File: config.mk
export PLATFORM = sky130hd
export DESIGN_NAME = decode_stage
export DESIGN_NICKNAME = d
export VERILOG_FILES = /design/src/decode_pkg.sv /design/src/decode_prefix.sv /design/src/decode_opcode.sv /design/src/decode_opnds.sv /design/src/decode.sv /design/src/decode_stage.sv
export SDC_FILE = /design/constraint.sdc
export NUM_CORES = 2
export LEC_CHECK = 0
export BUFFER_PORTS_ARGS = -buffer_cell sky130_fd_sc_hd__buf_2
export CELL_PAD_IN_SITES_DETAIL_PLACEMENT = 0
export CELL_PAD_IN_SITES_GLOBAL_PLACEMENT = 1
export CORE_MARGIN = 2
export CORE_UTILIZATION = 40
export DETAILED_ROUTE_END_ITERATION = 10
export PLACE_DENSITY = 0.79
export SLEW_MARGIN = 10
export SYNTH_ARGS = -nofsm -noshare
export SYNTH_HDL_FRONTEND = slang
export SYNTH_HIERARCHICAL = 1
export SYNTH_SLANG_ARGS = --single-unit
File: constraint.sdc
create_clock -name clk -period 14.7 [get_ports clk]
set_input_delay 0.735 -clock clk [delete_from_list [all_inputs] [get_ports clk]]
set_output_delay 0.735 -clock clk [all_outputs]
set_load 0.05 [all_outputs]
File: src/decode_pkg.sv
`default_nettype none

package decode_pkg;

  // Widths that carry a meaning through the decoder
  typedef logic [31:0] word_t;
  typedef logic [95:0] instr_bytes_t;
  typedef logic [87:0] body_t;
  typedef logic [3:0]  len_t;

  // Internal opcode handed to the execute stage
  typedef enum logic [6:0] {
    opc_invalid = 7'd0,
    opc_nop,
    opc_add,
    opc_or,
    opc_and,
    opc_sub,
    opc_xor,
    opc_cmp,
    opc_mov,
    opc_inc,
    opc_dec,
    opc_jmp,
    opc_jcc
  } opc_t;

  typedef enum logic [1:0] {
    dest_none  = 2'd0,
    dest_reg   = 2'd1,
    dest_mem   = 2'd2,
    dest_flags = 2'd3
  } dest_kind_t;

  // Where operand 0 and operand 1 come from
  typedef enum logic [3:0] {
    form_none    = 4'd0,
    form_rm_reg,
    form_reg_rm,
    form_rm_imm,
    form_reg_imm,
    form_opreg,
    form_rel
  } opnd_form_t;

endpackage

`default_nettype wire

File: src/decode_prefix.sv
`default_nettype none

module decode_prefix (
  input  decode_pkg::instr_bytes_t raw_instr,
  output decode_pkg::body_t        unprefixed_instr,
  output logic                     prefix_operand_16bit,
  output logic                     prefix_address_16bit,
  output logic [1:0]               prefix_rep,
  output logic [1:0]               prefix_count
);

  logic [7:0] byte0;
  logic [7:0] byte1;
  logic       take0;
  logic       take1;

  function automatic logic is_prefix(input logic [7:0] b);
    return (b == 8'h66) || (b == 8'h67) || (b == 8'hf2) || (b == 8'hf3);
  endfunction

  // F3 is rep, F2 is repne
  function automatic logic [1:0] rep_code(input logic [7:0] b);
    return (b == 8'hf3) ? 2'd1 : ((b == 8'hf2) ? 2'd2 : 2'd0);
  endfunction

  assign byte0 = raw_instr[7:0];
  assign byte1 = raw_instr[15:8];

  // Scanning stops at the first byte that is not a prefix
  assign take0 = is_prefix(byte0);
  assign take1 = take0 && is_prefix(byte1);

  assign prefix_count = {1'b0, take0} + {1'b0, take1};

  assign prefix_operand_16bit = (take0 && byte0 == 8'h66) || (take1 && byte1 == 8'h66);
  assign prefix_address_16bit = (take0 && byte0 == 8'h67) || (take1 && byte1 == 8'h67);

  // The later of two rep prefixes wins
  assign prefix_rep = (take1 && rep_code(byte1) != 2'd0) ? rep_code(byte1) :
                      (take0 ? rep_code(byte0) : 2'd0);

  always_comb begin
    case (prefix_count)
      2'd0:    unprefixed_instr = raw_instr[87:0];
      2'd1:    unprefixed_instr = raw_instr[95:8];
      default: unprefixed_instr = {8'h00, raw_instr[95:16]};
    endcase
  end

endmodule

`default_nettype wire

File: src/decode_opcode.sv
`default_nettype none

module decode_opcode (
  input  decode_pkg::body_t      unprefixed_instr,
  output logic                   is_2byte,
  output decode_pkg::body_t      unescaped_instr,
  output decode_pkg::opc_t       opc,
  output decode_pkg::opnd_form_t opnd_form,
  output logic [1:0]             opnd_count,
  output logic                   imm_1byte,
  output logic                   reg_1byte,
  output logic                   opnd0_is_read,
  output logic                   opnd0_is_write,
  output logic                   opnd1_is_one,
  output logic                   opnd1_is_read,
  output logic                   opnd1_is_write,
  output logic                   opnd2_is_read,
  output logic                   opnd2_is_write,
  output logic                   source_is_sext,
  output logic                   disp_is_rel
);

  logic [7:0] op;
  logic [2:0] modrm_reg;

  // ALU index as found in bits 5:3 of the classic opcodes and in the reg field of 81/83
  function automatic decode_pkg::opc_t alu_opc(input logic [2:0] idx);
    case (idx)
      3'd0:    return decode_pkg::opc_add;
      3'd1:    return decode_pkg::opc_or;
      3'd4:    return decode_pkg::opc_and;
      3'd5:    return decode_pkg::opc_sub;
      3'd6:    return decode_pkg::opc_xor;
      3'd7:    return decode_pkg::opc_cmp;
      default: return decode_pkg::opc_invalid;
    endcase
  endfunction

  assign is_2byte        = unprefixed_instr[7:0] == 8'h0f;
  assign unescaped_instr = is_2byte ? {8'h00, unprefixed_instr[87:8]} : unprefixed_instr;
  assign op              = unescaped_instr[7:0];
  assign modrm_reg       = unescaped_instr[13:11];

  always_comb begin
    opc            = decode_pkg::opc_invalid;
    opnd_form      = decode_pkg::form_none;
    opnd_count     = 2'd0;
    imm_1byte      = 1'b0;
    reg_1byte      = 1'b0;
    opnd0_is_read  = 1'b0;
    opnd0_is_write = 1'b0;
    opnd1_is_one   = 1'b0;
    opnd1_is_read  = 1'b0;
    opnd1_is_write = 1'b0;
    opnd2_is_read  = 1'b0;
    opnd2_is_write = 1'b0;
    source_is_sext = 1'b0;
    disp_is_rel    = 1'b0;
    if (is_2byte) begin
      // Jcc with a full-size displacement, condition in the low nibble
      if (op[7:4] == 4'h8) begin
        opc           = decode_pkg::opc_jcc;
        opnd_form     = decode_pkg::form_rel;
        opnd_count    = 2'd1;
        opnd0_is_read = 1'b1;
        opnd2_is_read = 1'b1;
        disp_is_rel   = 1'b1;
      end
    end else begin
      casez (op)
        8'b00???001, 8'b00???011: begin
          opc            = alu_opc(op[5:3]);
          opnd_form      = op[1] ? decode_pkg::form_reg_rm : decode_pkg::form_rm_reg;
          opnd_count     = 2'd2;
          opnd0_is_read  = 1'b1;
          opnd0_is_write = op[5:3] != 3'd7;
          opnd1_is_read  = 1'b1;
          opnd2_is_write = 1'b1;
        end
        8'h81, 8'h83: begin
          opc            = alu_opc(modrm_reg);
          opnd_form      = decode_pkg::form_rm_imm;
          opnd_count     = 2'd2;
          opnd0_is_read  = 1'b1;
          opnd0_is_write = modrm_reg != 3'd7;
          opnd1_is_read  = 1'b1;
          opnd2_is_write = 1'b1;
          imm_1byte      = op[1];
          source_is_sext = op[1];
        end
        8'h89, 8'h8b: begin
          opc            = decode_pkg::opc_mov;
          opnd_form      = op[1] ? decode_pkg::form_reg_rm : decode_pkg::form_rm_reg;
          opnd_count     = 2'd2;
          opnd0_is_write = 1'b1;
          opnd1_is_read  = 1'b1;
        end
        8'b1011_1???: begin
          opc            = decode_pkg::opc_mov;
          opnd_form      = decode_pkg::form_reg_imm;
          opnd_count     = 2'd2;
          opnd0_is_write = 1'b1;
          opnd1_is_read  = 1'b1;
        end
        8'b0100_????: begin
          opc            = op[3] ? decode_pkg::opc_dec : decode_pkg::opc_inc;
          opnd_form      = decode_pkg::form_opreg;
          opnd_count     = 2'd2;
          opnd0_is_read  = 1'b1;
          opnd0_is_write = 1'b1;
          opnd1_is_one   = 1'b1;
          opnd2_is_write = 1'b1;
        end
        8'h90: opc = decode_pkg::opc_nop;
        8'heb: begin
          opc           = decode_pkg::opc_jmp;
          opnd_form     = decode_pkg::form_rel;
          opnd_count    = 2'd1;
          opnd0_is_read = 1'b1;
          imm_1byte     = 1'b1;
          disp_is_rel   = 1'b1;
        end
        default: opc = decode_pkg::opc_invalid;
      endcase
    end
  end

endmodule

`default_nettype wire

File: src/decode_opnds.sv
`default_nettype none

module decode_opnds #(
  parameter bit addr16_mask_en = 1'b1
) (
  input  decode_pkg::body_t      unescaped_instr,
  input  decode_pkg::word_t      eax, ebx, ecx, edx,
  input  decode_pkg::word_t      esi, edi, esp, ebp,
  input  logic                   hint1_is_write,
  input  decode_pkg::word_t      hint1_address,
  input  decode_pkg::word_t      hint1_data,
  input  logic                   hint2_is_write,
  input  decode_pkg::word_t      hint2_address,
  input  decode_pkg::word_t      hint2_data,
  input  decode_pkg::opc_t       opc,
  input  decode_pkg::opnd_form_t opnd_form,
  input  logic [1:0]             opnd_count,
  input  logic                   imm_1byte,
  input  logic                   reg_1byte,
  input  logic                   prefix_operand_16bit,
  input  logic                   prefix_address_16bit,
  input  logic                   opnd0_is_read,
  input  logic                   opnd0_is_write,
  input  logic                   opnd1_is_one,
  input  logic                   opnd1_is_read,
  input  logic                   opnd1_is_write,
  input  logic                   opnd2_is_read,
  input  logic                   opnd2_is_write,
  input  logic                   source_is_sext,
  input  logic                   disp_is_rel,
  output decode_pkg::len_t       instr_body_len,
  output decode_pkg::word_t      opnd0_r,
  output decode_pkg::word_t      opnd1_r,
  output decode_pkg::word_t      opnd2_r,
  output decode_pkg::dest_kind_t dest0_kind,
  output decode_pkg::dest_kind_t dest1_kind,
  output decode_pkg::word_t      dest0_sel,
  output decode_pkg::word_t      dest1_sel
);

  logic [7:0]        op;
  logic [7:0]        modrm;
  logic [7:0]        sib;
  logic              has_modrm, has_sib, has_imm, has_index;
  logic              rm_is_mem, no_base, sext;
  logic [2:0]        disp_len, imm_len;
  logic [3:0]        disp_off, imm_off;
  decode_pkg::body_t disp_win, imm_win;
  decode_pkg::word_t regs [8];
  decode_pkg::word_t disp, imm, base_val, index_val, ea_full, ea;
  decode_pkg::word_t mem_val, rm_val, mask, val0, val1;
  logic              mem0, mem1;
  logic [2:0]        num0, num1;

  assign op    = unescaped_instr[7:0];
  assign modrm = unescaped_instr[15:8];
  assign sib   = unescaped_instr[23:16];

  // Register file in x86 numbering
  assign regs[0] = eax;
  assign regs[1] = ecx;
  assign regs[2] = edx;
  assign regs[3] = ebx;
  assign regs[4] = esp;
  assign regs[5] = ebp;
  assign regs[6] = esi;
  assign regs[7] = edi;

  assign has_modrm = opnd_form inside {decode_pkg::form_rm_reg, decode_pkg::form_reg_rm,
                                       decode_pkg::form_rm_imm};
  assign has_imm   = opnd_form inside {decode_pkg::form_rm_imm, decode_pkg::form_reg_imm,
                                       decode_pkg::form_rel};
  assign rm_is_mem = has_modrm && (modrm[7:6] != 2'd3);
  assign has_sib   = rm_is_mem && (modrm[2:0] == 3'd4);
  assign has_index = has_sib && (sib[5:3] != 3'd4);
  // Under mod 00, base 101 means a bare disp32
  assign no_base   = (modrm[7:6] == 2'd0) && (has_sib ? sib[2:0] == 3'd5 : modrm[2:0] == 3'd5);

  always_comb begin
    if (!rm_is_mem) disp_len = 3'd0;
    else if (modrm[7:6] == 2'd1) disp_len = 3'd1;
    else if (modrm[7:6] == 2'd2 || no_base) disp_len = 3'd4;
    else disp_len = 3'd0;
  end

  assign imm_len = !has_imm ? 3'd0 : (imm_1byte ? 3'd1 : (prefix_operand_16bit ? 3'd2 : 3'd4));

  // Byte 0 is the opcode, then ModR/M, SIB, displacement and immediate
  assign disp_off = 4'd1 + {3'd0, has_modrm} + {3'd0, has_sib};
  assign imm_off  = disp_off + {1'b0, disp_len};
  assign disp_win = unescaped_instr >> {disp_off, 3'b000};
  assign imm_win  = unescaped_instr >> {imm_off, 3'b000};

  assign disp = (disp_len == 3'd1) ? {{24{disp_win[7]}}, disp_win[7:0]} :
                ((disp_len == 3'd4) ? disp_win[31:0] : '0);

  // Relative targets are always signed
  assign sext = source_is_sext || disp_is_rel;

  always_comb begin
    case (imm_len)
      3'd1:    imm = sext ? {{24{imm_win[7]}}, imm_win[7:0]} : {24'd0, imm_win[7:0]};
      3'd2:    imm = sext ? {{16{imm_win[15]}}, imm_win[15:0]} : {16'd0, imm_win[15:0]};
      3'd4:    imm = imm_win[31:0];
      default: imm = '0;
    endcase
  end

  assign base_val  = no_base ? '0 : regs[has_sib ? sib[2:0] : modrm[2:0]];
  assign index_val = has_index ? (regs[sib[5:3]] << sib[7:6]) : '0;
  assign ea_full   = base_val + index_val + disp;
  assign ea = (addr16_mask_en && prefix_address_16bit) ? {16'd0, ea_full[15:0]} : ea_full;

  // Memory reads come from a matching read hint, hint1 first
  assign mem_val = (!hint1_is_write && hint1_address == ea) ? hint1_data :
                   ((!hint2_is_write && hint2_address == ea) ? hint2_data : '0);
  assign rm_val  = rm_is_mem ? mem_val : regs[modrm[2:0]];

  assign mask = reg_1byte ? 32'h0000_00ff :
                (prefix_operand_16bit ? 32'h0000_ffff : 32'hffff_ffff);

  always_comb begin
    val0 = '0;
    val1 = '0;
    mem0 = 1'b0;
    mem1 = 1'b0;
    num0 = 3'd0;
    num1 = 3'd0;
    case (opnd_form)
      decode_pkg::form_rm_reg: begin
        val0 = rm_val;
        val1 = regs[modrm[5:3]];
        mem0 = rm_is_mem;
        num0 = modrm[2:0];
        num1 = modrm[5:3];
      end
      decode_pkg::form_reg_rm: begin
        val0 = regs[modrm[5:3]];
        val1 = rm_val;
        num0 = modrm[5:3];
        mem1 = rm_is_mem;
        num1 = modrm[2:0];
      end
      decode_pkg::form_rm_imm: begin
        val0 = rm_val;
        val1 = imm;
        mem0 = rm_is_mem;
        num0 = modrm[2:0];
      end
      decode_pkg::form_reg_imm, decode_pkg::form_opreg: begin
        val0 = regs[op[2:0]];
        val1 = imm;
        num0 = op[2:0];
      end
      decode_pkg::form_rel: val0 = imm;
      default: val0 = '0;
    endcase
  end

  assign opnd0_r = (opnd_count != 2'd0 && opnd0_is_read) ?
                   (disp_is_rel ? val0 : val0 & mask) : '0;
  assign opnd1_r = (opnd_count < 2'd2) ? '0 :
                   (opnd1_is_one ? 32'd1 : (opnd1_is_read ? val1 & mask : '0));
  assign opnd2_r = (opnd2_is_read && opc == decode_pkg::opc_jcc) ? {28'd0, op[3:0]} : '0;

  always_comb begin
    dest0_kind = decode_pkg::dest_none;
    dest0_sel  = '0;
    if (opnd0_is_write) begin
      dest0_kind = mem0 ? decode_pkg::dest_mem : decode_pkg::dest_reg;
      dest0_sel  = mem0 ? ea : {29'd0, num0};
    end else if (opnd1_is_write) begin
      dest0_kind = mem1 ? decode_pkg::dest_mem : decode_pkg::dest_reg;
      dest0_sel  = mem1 ? ea : {29'd0, num1};
    end
  end

  // The flags result is the second destination
  assign dest1_kind = opnd2_is_write ? decode_pkg::dest_flags : decode_pkg::dest_none;
  assign dest1_sel  = '0;

  assign instr_body_len = {3'd0, has_modrm} + {3'd0, has_sib} + {1'b0, disp_len} +
                          {1'b0, imm_len};

endmodule

`default_nettype wire

File: src/decode.sv
`default_nettype none

module decode #(
  parameter bit addr16_mask_en = 1'b1
) (
  input  decode_pkg::instr_bytes_t raw_instr,
  input  decode_pkg::word_t        eax, ebx, ecx, edx,
  input  decode_pkg::word_t        esi, edi, esp, ebp,
  input  logic                     hint1_is_write,
  input  decode_pkg::word_t        hint1_address,
  input  decode_pkg::word_t        hint1_data,
  input  logic                     hint2_is_write,
  input  decode_pkg::word_t        hint2_address,
  input  decode_pkg::word_t        hint2_data,
  output decode_pkg::len_t         instr_len,
  output decode_pkg::opc_t         opc,
  output decode_pkg::word_t        opnd0_r,
  output decode_pkg::word_t        opnd1_r,
  output decode_pkg::word_t        opnd2_r,
  output decode_pkg::dest_kind_t   dest0_kind,
  output decode_pkg::dest_kind_t   dest1_kind,
  output decode_pkg::word_t        dest0_sel,
  output decode_pkg::word_t        dest1_sel
);

  decode_pkg::body_t      unprefixed_instr, unescaped_instr;
  logic                   prefix_operand_16bit, prefix_address_16bit;
  logic [1:0]             prefix_rep, prefix_count;
  logic                   is_2byte;
  decode_pkg::opc_t       opc_table;
  decode_pkg::opnd_form_t opnd_form;
  logic [1:0]             opnd_count;
  logic                   imm_1byte, reg_1byte;
  logic                   opnd0_is_read, opnd0_is_write;
  logic                   opnd1_is_one, opnd1_is_read, opnd1_is_write;
  logic                   opnd2_is_read, opnd2_is_write;
  logic                   source_is_sext, disp_is_rel;
  decode_pkg::len_t       instr_body_len;

  decode_prefix decode_prefix_x (.*);

  decode_opcode decode_opcode_x (
    .opc(opc_table),
    .*
  );

  // F2 or F3 in front of 0F selects vector encodings the core does not have
  assign opc = (is_2byte && prefix_rep != 2'd0) ? decode_pkg::opc_invalid : opc_table;

  decode_opnds #(
    .addr16_mask_en(addr16_mask_en)
  ) decode_opnds_x (.*);

  // Prefixes, one or two opcode bytes, then ModR/M, SIB, displacement and immediate
  assign instr_len = {2'd0, prefix_count} + (is_2byte ? 4'd2 : 4'd1) + instr_body_len;

endmodule

`default_nettype wire

File: src/decode_stage.sv
`default_nettype none

module decode_stage #(
  parameter bit addr16_mask_en = 1'b1
) (
  input  logic                     clk,
  input  logic                     rst,
  input  logic                     instr_valid,
  input  decode_pkg::instr_bytes_t raw_instr,
  input  decode_pkg::word_t        eax, ebx, ecx, edx,
  input  decode_pkg::word_t        esi, edi, esp, ebp,
  input  logic                     hint1_is_write,
  input  decode_pkg::word_t        hint1_address,
  input  decode_pkg::word_t        hint1_data,
  input  logic                     hint2_is_write,
  input  decode_pkg::word_t        hint2_address,
  input  decode_pkg::word_t        hint2_data,
  output decode_pkg::len_t         instr_len,
  output decode_pkg::opc_t         opc,
  output decode_pkg::word_t        opnd0_r,
  output decode_pkg::word_t        opnd1_r,
  output decode_pkg::word_t        opnd2_r,
  output decode_pkg::dest_kind_t   dest0_kind,
  output decode_pkg::dest_kind_t   dest1_kind,
  output decode_pkg::word_t        dest0_sel,
  output decode_pkg::word_t        dest1_sel,
  output logic                     out_valid
);

  // Input rank
  logic                     valid_q;
  decode_pkg::instr_bytes_t raw_q;
  decode_pkg::word_t        eax_q, ebx_q, ecx_q, edx_q, esi_q, edi_q, esp_q, ebp_q;
  logic                     h1_wr_q, h2_wr_q;
  decode_pkg::word_t        h1_addr_q, h1_data_q, h2_addr_q, h2_data_q;

  // Combinational decode results
  decode_pkg::len_t       len_d;
  decode_pkg::opc_t       opc_d;
  decode_pkg::word_t      opnd0_d, opnd1_d, opnd2_d, sel0_d, sel1_d;
  decode_pkg::dest_kind_t kind0_d, kind1_d;

  always_ff @(posedge clk) begin
    if (rst) begin
      valid_q   <= 1'b0;
      out_valid <= 1'b0;
    end else begin
      valid_q   <= instr_valid;
      out_valid <= valid_q;
    end
  end

  always_ff @(posedge clk) begin
    if (instr_valid) begin
      raw_q     <= raw_instr;
      eax_q     <= eax;
      ebx_q     <= ebx;
      ecx_q     <= ecx;
      edx_q     <= edx;
      esi_q     <= esi;
      edi_q     <= edi;
      esp_q     <= esp;
      ebp_q     <= ebp;
      h1_wr_q   <= hint1_is_write;
      h1_addr_q <= hint1_address;
      h1_data_q <= hint1_data;
      h2_wr_q   <= hint2_is_write;
      h2_addr_q <= hint2_address;
      h2_data_q <= hint2_data;
    end
    // Outputs hold until the next valid instruction leaves the input rank
    if (valid_q) begin
      instr_len  <= len_d;
      opc        <= opc_d;
      opnd0_r    <= opnd0_d;
      opnd1_r    <= opnd1_d;
      opnd2_r    <= opnd2_d;
      dest0_kind <= kind0_d;
      dest1_kind <= kind1_d;
      dest0_sel  <= sel0_d;
      dest1_sel  <= sel1_d;
    end
  end

  decode #(
    .addr16_mask_en(addr16_mask_en)
  ) decode_x (
    .raw_instr(raw_q),
    .eax(eax_q),
    .ebx(ebx_q),
    .ecx(ecx_q),
    .edx(edx_q),
    .esi(esi_q),
    .edi(edi_q),
    .esp(esp_q),
    .ebp(ebp_q),
    .hint1_is_write(h1_wr_q),
    .hint1_address(h1_addr_q),
    .hint1_data(h1_data_q),
    .hint2_is_write(h2_wr_q),
    .hint2_address(h2_addr_q),
    .hint2_data(h2_data_q),
    .instr_len(len_d),
    .opc(opc_d),
    .opnd0_r(opnd0_d),
    .opnd1_r(opnd1_d),
    .opnd2_r(opnd2_d),
    .dest0_kind(kind0_d),
    .dest1_kind(kind1_d),
    .dest0_sel(sel0_d),
    .dest1_sel(sel1_d)
  );

endmodule

`default_nettype wire

* Yosys cells after proc, flatten, opt, wreduce, memory -nomap -nowiden
Cells that the tools add are included.
** Storage, ports and cells
- Bits in registers :: 627
- Output and inout port bits :: 176
** Operators by class
- Add/subtract/negate cells :: 11
- Magnitude comparators :: 6
- Equality and inequality tests :: 54
- Shift-type cells :: 3
- Mux-type cells :: 86
- Bitwise logic cells :: 8
- Reduce and logical (&&, ||, !) cells :: 50
** Operators with widths (number)
- 32-bit two-way mux :: 22
- 32-bit binary-select mux with 3-bit select :: 5
- 32-bit one-hot mux with 3 select lines :: 2
- 88-bit one-hot mux with 2 select lines :: 1
- 32-bit one-hot mux with 4 select lines :: 1
- 88-bit two-way mux :: 1
- 88-bit by 6-bit right shift with 32-bit output :: 1
- 88-bit by 7-bit right shift with 32-bit output :: 1
- 8-bit == test (second input constant) :: 10
- 32-bit adder :: 2
- 32-bit bitwise AND :: 2
- 32-bit == test :: 2
- 7-bit one-hot mux with 6 select lines :: 1
- 3-bit == test (second input constant) :: 13
- 3-bit one-hot mux with 6 select lines :: 2
- 8-bit by 7-bit == test with 1-bit output (second input constant) :: 4
- 32-bit by 2-bit left shift with 32-bit output :: 1
- 3-bit two-way mux :: 9
- 2-bit two-way mux :: 12
- 1-bit two-way mux :: 21
- 4-bit greater-or-equal comparator (second input constant) :: 5
- 3-bit inverter with 4-bit output :: 5
- 4-bit by 3-bit == test with 1-bit output (second input constant) :: 4
- 1-bit logical AND :: 15
- other kinds (45) :: 76

* Longest topological paths before layout
- Word-level depth :: 38
- Depth in mapped cells :: 45
- Gate-level depth less buffers :: 36

* Hierarchy
The synthesis kept the hierarchy.
** By module, submodules not included
- decode_opnds :: instances 1, cells each 2692, area an instance 22096.2 um^2, seq. area each 0.0 um^2
- decode_stage :: instances 1, cells each 661, area an instance 19781.5 um^2, seq. area each 19769.0 um^2
- decode_prefix :: instances 1, cells each 393, area an instance 2085.8 um^2, seq. area each 0.0 um^2
- decode_opcode :: instances 1, cells each 345, area an instance 1676.6 um^2, seq. area each 0.0 um^2
- decode :: instances 1, cells each 14, area an instance 137.6 um^2, seq. area each 0.0 um^2

* Least setup slack after synthesis
No wires, ideal clock.
- Path type :: register to register
- From :: register raw_q[7]
- To :: register opnd0_r[10] (data pin)
- Arrival :: 10.142 ns
- Path slack :: 4.302 ns
- Cell stages (with the launch flop) :: 40
- Buffers on the path :: 6
- Period minus slack after synthesis :: 10.398 ns
- Cells stage by stage :: edfxtp_1 or3b_4 a21oi_4 buf_2 nor2_1 a31oi_1 and4b_1 buf_6 a41oi_4 inv_4 nor4_4 nand3_4 a31o_4 o21ai_1 clkbuf_1 nor2_1 nor4_1 a21o_1 [4 not listed] a221oi_1 nand2_1 o31ai_1 fa_1 inv_1 ha_1 fa_1 xnor2_2 xnor2_1 or4_1 or4b_1 or4b_1 or4_1 nor4_4 nand3_2 buf_2 and4b_1 o211a_1
** On the way
- Word-level cells in the longest chain between the ends :: 37
- Elaborated cells between the ends (all ways) :: 135
- Those cells by class :: add/sub: 6; eq/ne: 36; shift: 3; mux: 54; bitwise: 6; reduce/logical: 30
** RTL lines
- start, declared :: line decode_stage.sv:32 : decode_pkg::instr_bytes_t raw_q;
- start signal, assigned :: line decode_stage.sv:55 : raw_q <= raw_instr;
- 8-bit by 7-bit == test with 1-bit output :: line decode_prefix.sv:18 : return (b == 8'h66) || (b == 8'h67) || (b == 8'hf2) || (b == 8'hf3);
- 1-bit logical OR (2 in series) :: line decode_prefix.sv:18
- 1-bit logical OR (*) :: line decode_prefix.sv:18
- 1-bit logical AND :: line decode_prefix.sv:31 : assign take1 = take0 && is_prefix(byte1);
- 1-bit by 1-bit adder with 2-bit output (*) :: line decode_prefix.sv:33 : assign prefix_count = {1'b0, take0} + {1'b0, take1};
- 2-bit by 1-bit == test with 1-bit output or 2-bit zero test (tied branches) :: line decode_prefix.sv:43 : case (prefix_count)
- 88-bit one-hot mux with 2 select lines (*) :: line decode_prefix.sv:43
- net decode_x.unprefixed_instr[4] :: line decode.sv:26 : decode_pkg::body_t unprefixed_instr, unescaped_instr;
- [2 not listed]
- net decode_x.unescaped_instr[5] :: line decode.sv:26
- [1 not listed]
- 4-bit OR reduction (no line) or 2-bit OR reduction (tied branches)
- 3-bit one-hot mux with 5 select lines :: line decode_opcode.sv:70 : casez (op)
- 4-bit two-way mux (*) :: line decode_opcode.sv:59 : if (is_2byte) begin
- net decode_x.opnd_form[1] :: line decode.sv:31 : decode_pkg::opnd_form_t opnd_form;
- branches (longest 20 deep; another with 32-bit adder)
- 32-bit one-hot mux with 4 select lines (*) :: line decode_opnds.sv:129 : case (opnd_form)
- 32-bit bitwise AND :: line decode_opnds.sv:161 : (disp_is_rel ? val0 : val0 & mask) : '0;
- 32-bit two-way mux (*) :: line decode_opnds.sv:161
- end signal, assigned :: line decode_stage.sv:75 : opnd0_r <= opnd0_d;
- end, declared :: line decode_stage.sv:20 : output decode_pkg::word_t opnd0_r,
Mark *: on every way through the listed nets, which the timed path passes. The select of a mux whose other input is x is not followed.
A chain may end at the register's enable or synchronous reset.

* Worst setup path after layout
- From :: register raw_q[4]
- To :: register opnd0_r[4] (data pin)
Same word-level chain as after synthesis.

==> flow_summary_export.csv <==
group,metric,value,unit
outcome,status,"finished clean",
critical_path,timing.critical_path.required,15090,ps
yosys,synth-edff-count,657,
power,leakage,0.02092,µW
routing,drt-initial-drc-count,5757,
critical_path,crit_path_max_fanout,48,
critical_path,largest_incremental_delay_on_the_critical_path,770,ps
yosys,asyncSetResetFlopFracSynth,0,%
global_route,globalRoute.busiestLayer,"met2",
yosys,synth.ff_latch_count,659,
power,ir_worst_vdd,0.0001055,V
critical_path,criticalPathCategory,"reg2reg",
yosys,synthesis.instances,4105,
yosys,synth.avg_cell_area,11.15,µm²
floorplanning,fp-row-count,124,
placement,hpwl,138500,µm
floorplanning,num_io_pins,661,
yosys,number_of_different_library_cells_in_the_post_synthesis_netlist,104,
cells_and_area,mostFrequentLayoutCell,"sky130_fd_sc_hd__buf_2",
floorplanning,effective_utilization_at_floorplan,40.20,%
routing,route.detailed.vias_per_inst,6.272,
yosys,synth.cell_area,0.04578,mm²
cells_and_area,number_of_flip_flops_under_the_largest_register_name,96,
flow_run,drv_cap,0,
global_route,track_usage,30.76,%
power,totalPowerFinal,5631,µW
critical_path,endpoint_kind,"flip-flop",
routing,wl_per_cell,29.91,µm
clocking,cts_sinks,659,
critical_path,startpoint_type,"flip-flop",
timing,setup-tns-final,0,ps
timing,final_max_slew_viol_count,0,
clocking,cts_hold_repair.buffers,0,
cells_and_area,layout.cells.most_common_list,"sky130_fd_sc_hd__buf_2 (659), sky130_fd_sc_hd__edfxtp_1 (657), sky130_fd_sc_hd__nand2_1 (634)",
global_route,grt.met1_usage,41.10,%
cells_and_area,areaGrowthSynthToFinish,15.22,%
placement,gp_routability_congestion,0.9936,
cells_and_area,layout-drive-gt1-share,28.49,%
floorplanning,die-height,342.3,µm
clocking,clk_transition_reported_paths,70,ps
global_route,grt_pass1_wl,260600,µm
global_route,grt_use_met3,8.067,%
clocking,htreeDepth,3,
timing,slew_headroom,2.695,%
routing,vias,38710,
floorplanning,chipWidth,342.3,µm
routing,detailedRoute.firstPassIterationCount,8,
clocking,cts_resized,0,
global_route,grt_util_met2,46.66,%
routing,detail_route.wirelength,184600,µm
timing,worst_slew_pin_slew,1447,ps
clocking,cts.root.buffer_cell,"sky130_fd_sc_hd__clkbuf_16",
critical_path,critical_path.slowest_cell,"sky130_fd_sc_hd__a41oi_1",
timing,number_of_setup_violations_in_the_final_report,0,
critical_path,critical_path.most_common_cell,"sky130_fd_sc_hd__nor2_1",
routing,post-route-drc-count,0,
placement,place.port_buffers,660,
global_route,first_global_vias,35790,
clocking,cts_tree,"yes",
clocking,clkLatencyLatePin,670,ps
power,power_density,106.8,mW/mm²
timing,fmaxAchievable,0.07743,GHz
worst_hold_path,worstHoldPathType,"in2reg",
cells_and_area,layout.nets,5161,
routing,final_antenna_net_count,0,
global_route,grt_max_degree,196,
timing,final-hold-violation-count,0,
timing,post-route-period-util,87.86,%
floorplanning,die_area,0.1172,mm²
timing,rsz0062_at_grt,"no",
global_route,antenna_found_initial,10,
clocking,cts_max_path_buffers,3,
yosys,synth_flop_cell,"sky130_fd_sc_hd__edfxtp_1",
floorplanning,core_region_area,0.1139,mm²
timing,fin_worst_hold_slack,218.8,ps
timing,shortest_clock_period_the_worst_path_allows_after_layout,12920,ps
critical_path,worstPathArrival,13300,ps
clocking,cts.repair_timing.setup_buffer_count,0,
clocking,tritoncts.num_buffers,74,
yosys,ys.warnings.count,6,
timing,clock_skew,37.50,ps
yosys,register_area_share_after_synthesis,43.18,%
global_route,overflow,0,
cells_and_area,regMostFlops,"raw_q",
[path summary, 6_finish.rpt]
kind / from / endpoint / slack [ps] / cells past startpoint
min: rst / valid_q / 220 / 2
max reg2reg: raw_q[4] / opnd0_r[4] / 1780 / 36
max: raw_q[4] / opnd0_r[4] / 1780 / 36
min reg2reg: valid_q / opnd2_r[19] / 740 / 0
[through the flow]
stage / cell area [µm²] / utilization (%) / setup slack [ps] / cells
2_1_floorplan: 46020 / - / 4302 / 4169
3_3_place_gp: 50300 / 44.17 / 2469 / 6037
3_5_place_dp: 50300 / 44.17 / 2133 / 6037
4_1_cts: 52740 / 46.31 / 2122 / 6169
5_1_grt: 52750 / 46.32 / 1064 / 6172
6_report: 52750 / 46.32 / 1785 / 6172
[synthesized netlist by cell type, types with 75 or more instances]
cell type | n | area [µm²]
sky130_fd_sc_hd__nand2_1 | 642 | 2410
sky130_fd_sc_hd__mux2i_1 | 168 | 1682
sky130_fd_sc_hd__inv_1 | 99 | 371.6
sky130_fd_sc_hd__a211oi_1 | 102 | 765.7
sky130_fd_sc_hd__nand3_1 | 77 | 385.4
sky130_fd_sc_hd__buf_4 | 75 | 563.0
sky130_fd_sc_hd__clkbuf_1 | 227 | 852.1
sky130_fd_sc_hd__a21oi_1 | 324 | 1622
sky130_fd_sc_hd__mux4_2 | 328 | 7387
sky130_fd_sc_hd__nor2_1 | 242 | 908.4
sky130_fd_sc_hd__edfxtp_1 | 657 | 19730
sky130_fd_sc_hd__o21ai_0 | 129 | 645.6
[power breakdown]
group,switching [µW],total (µW),internal [µW]
Clock,813,1880,1070
Combinational,863,1400,538
Sequential,141,2350,2210
Total,1820,5630,3810
[worst max-delay path, delay by kind of cell (launching register included)]
family / cells / cell delay [ps]
compound gates: 13 / 5250
simple gates: 13 / 4140
flops: 1 / 450
buf+inv: 4 / 720
fa+ha+maj: 3 / 1210
xor+xnor: 2 / 530
mux: 1 / 290
[layout make-up]
class | instances | area, µm²
Sequential cell | 659 | 19770
Antenna cell | 3 | 7.507
Multi-Input combinational cell | 3011 | 24210
Timing Repair Buffer | 749 | 4019
Inverter | 106 | 401.6
Clock buffer | 86 | 1897
Clock inverter | 46 | 544.3
Tap cell | 1512 | 1892
Fill cell | 10540 | 61130
[routing by layer]
layer,vias to the layer above,share of wire (%)
met5,-,0.012
met4,4,5.7
met3,396,12
met2,2697,44
met1,18950,38
li1,16660,-
[cells by family (layout without fill, tap and decap cells)]
kind of cell    count (synthesis)  count (layout)  share of synthesized area [%]
compound gates                978             978                          14.28
xor+xnor                       71              71                          1.435
fa+ha+maj                      75              75                          2.657
buf+inv                       499             987                          4.955
flops                         659             659                          43.18
mux                           515             515                          20.28
other cells                     2              69                        0.01641
simple gates                 1306            1306                          13.19
(Power assumes the default switching activity.)
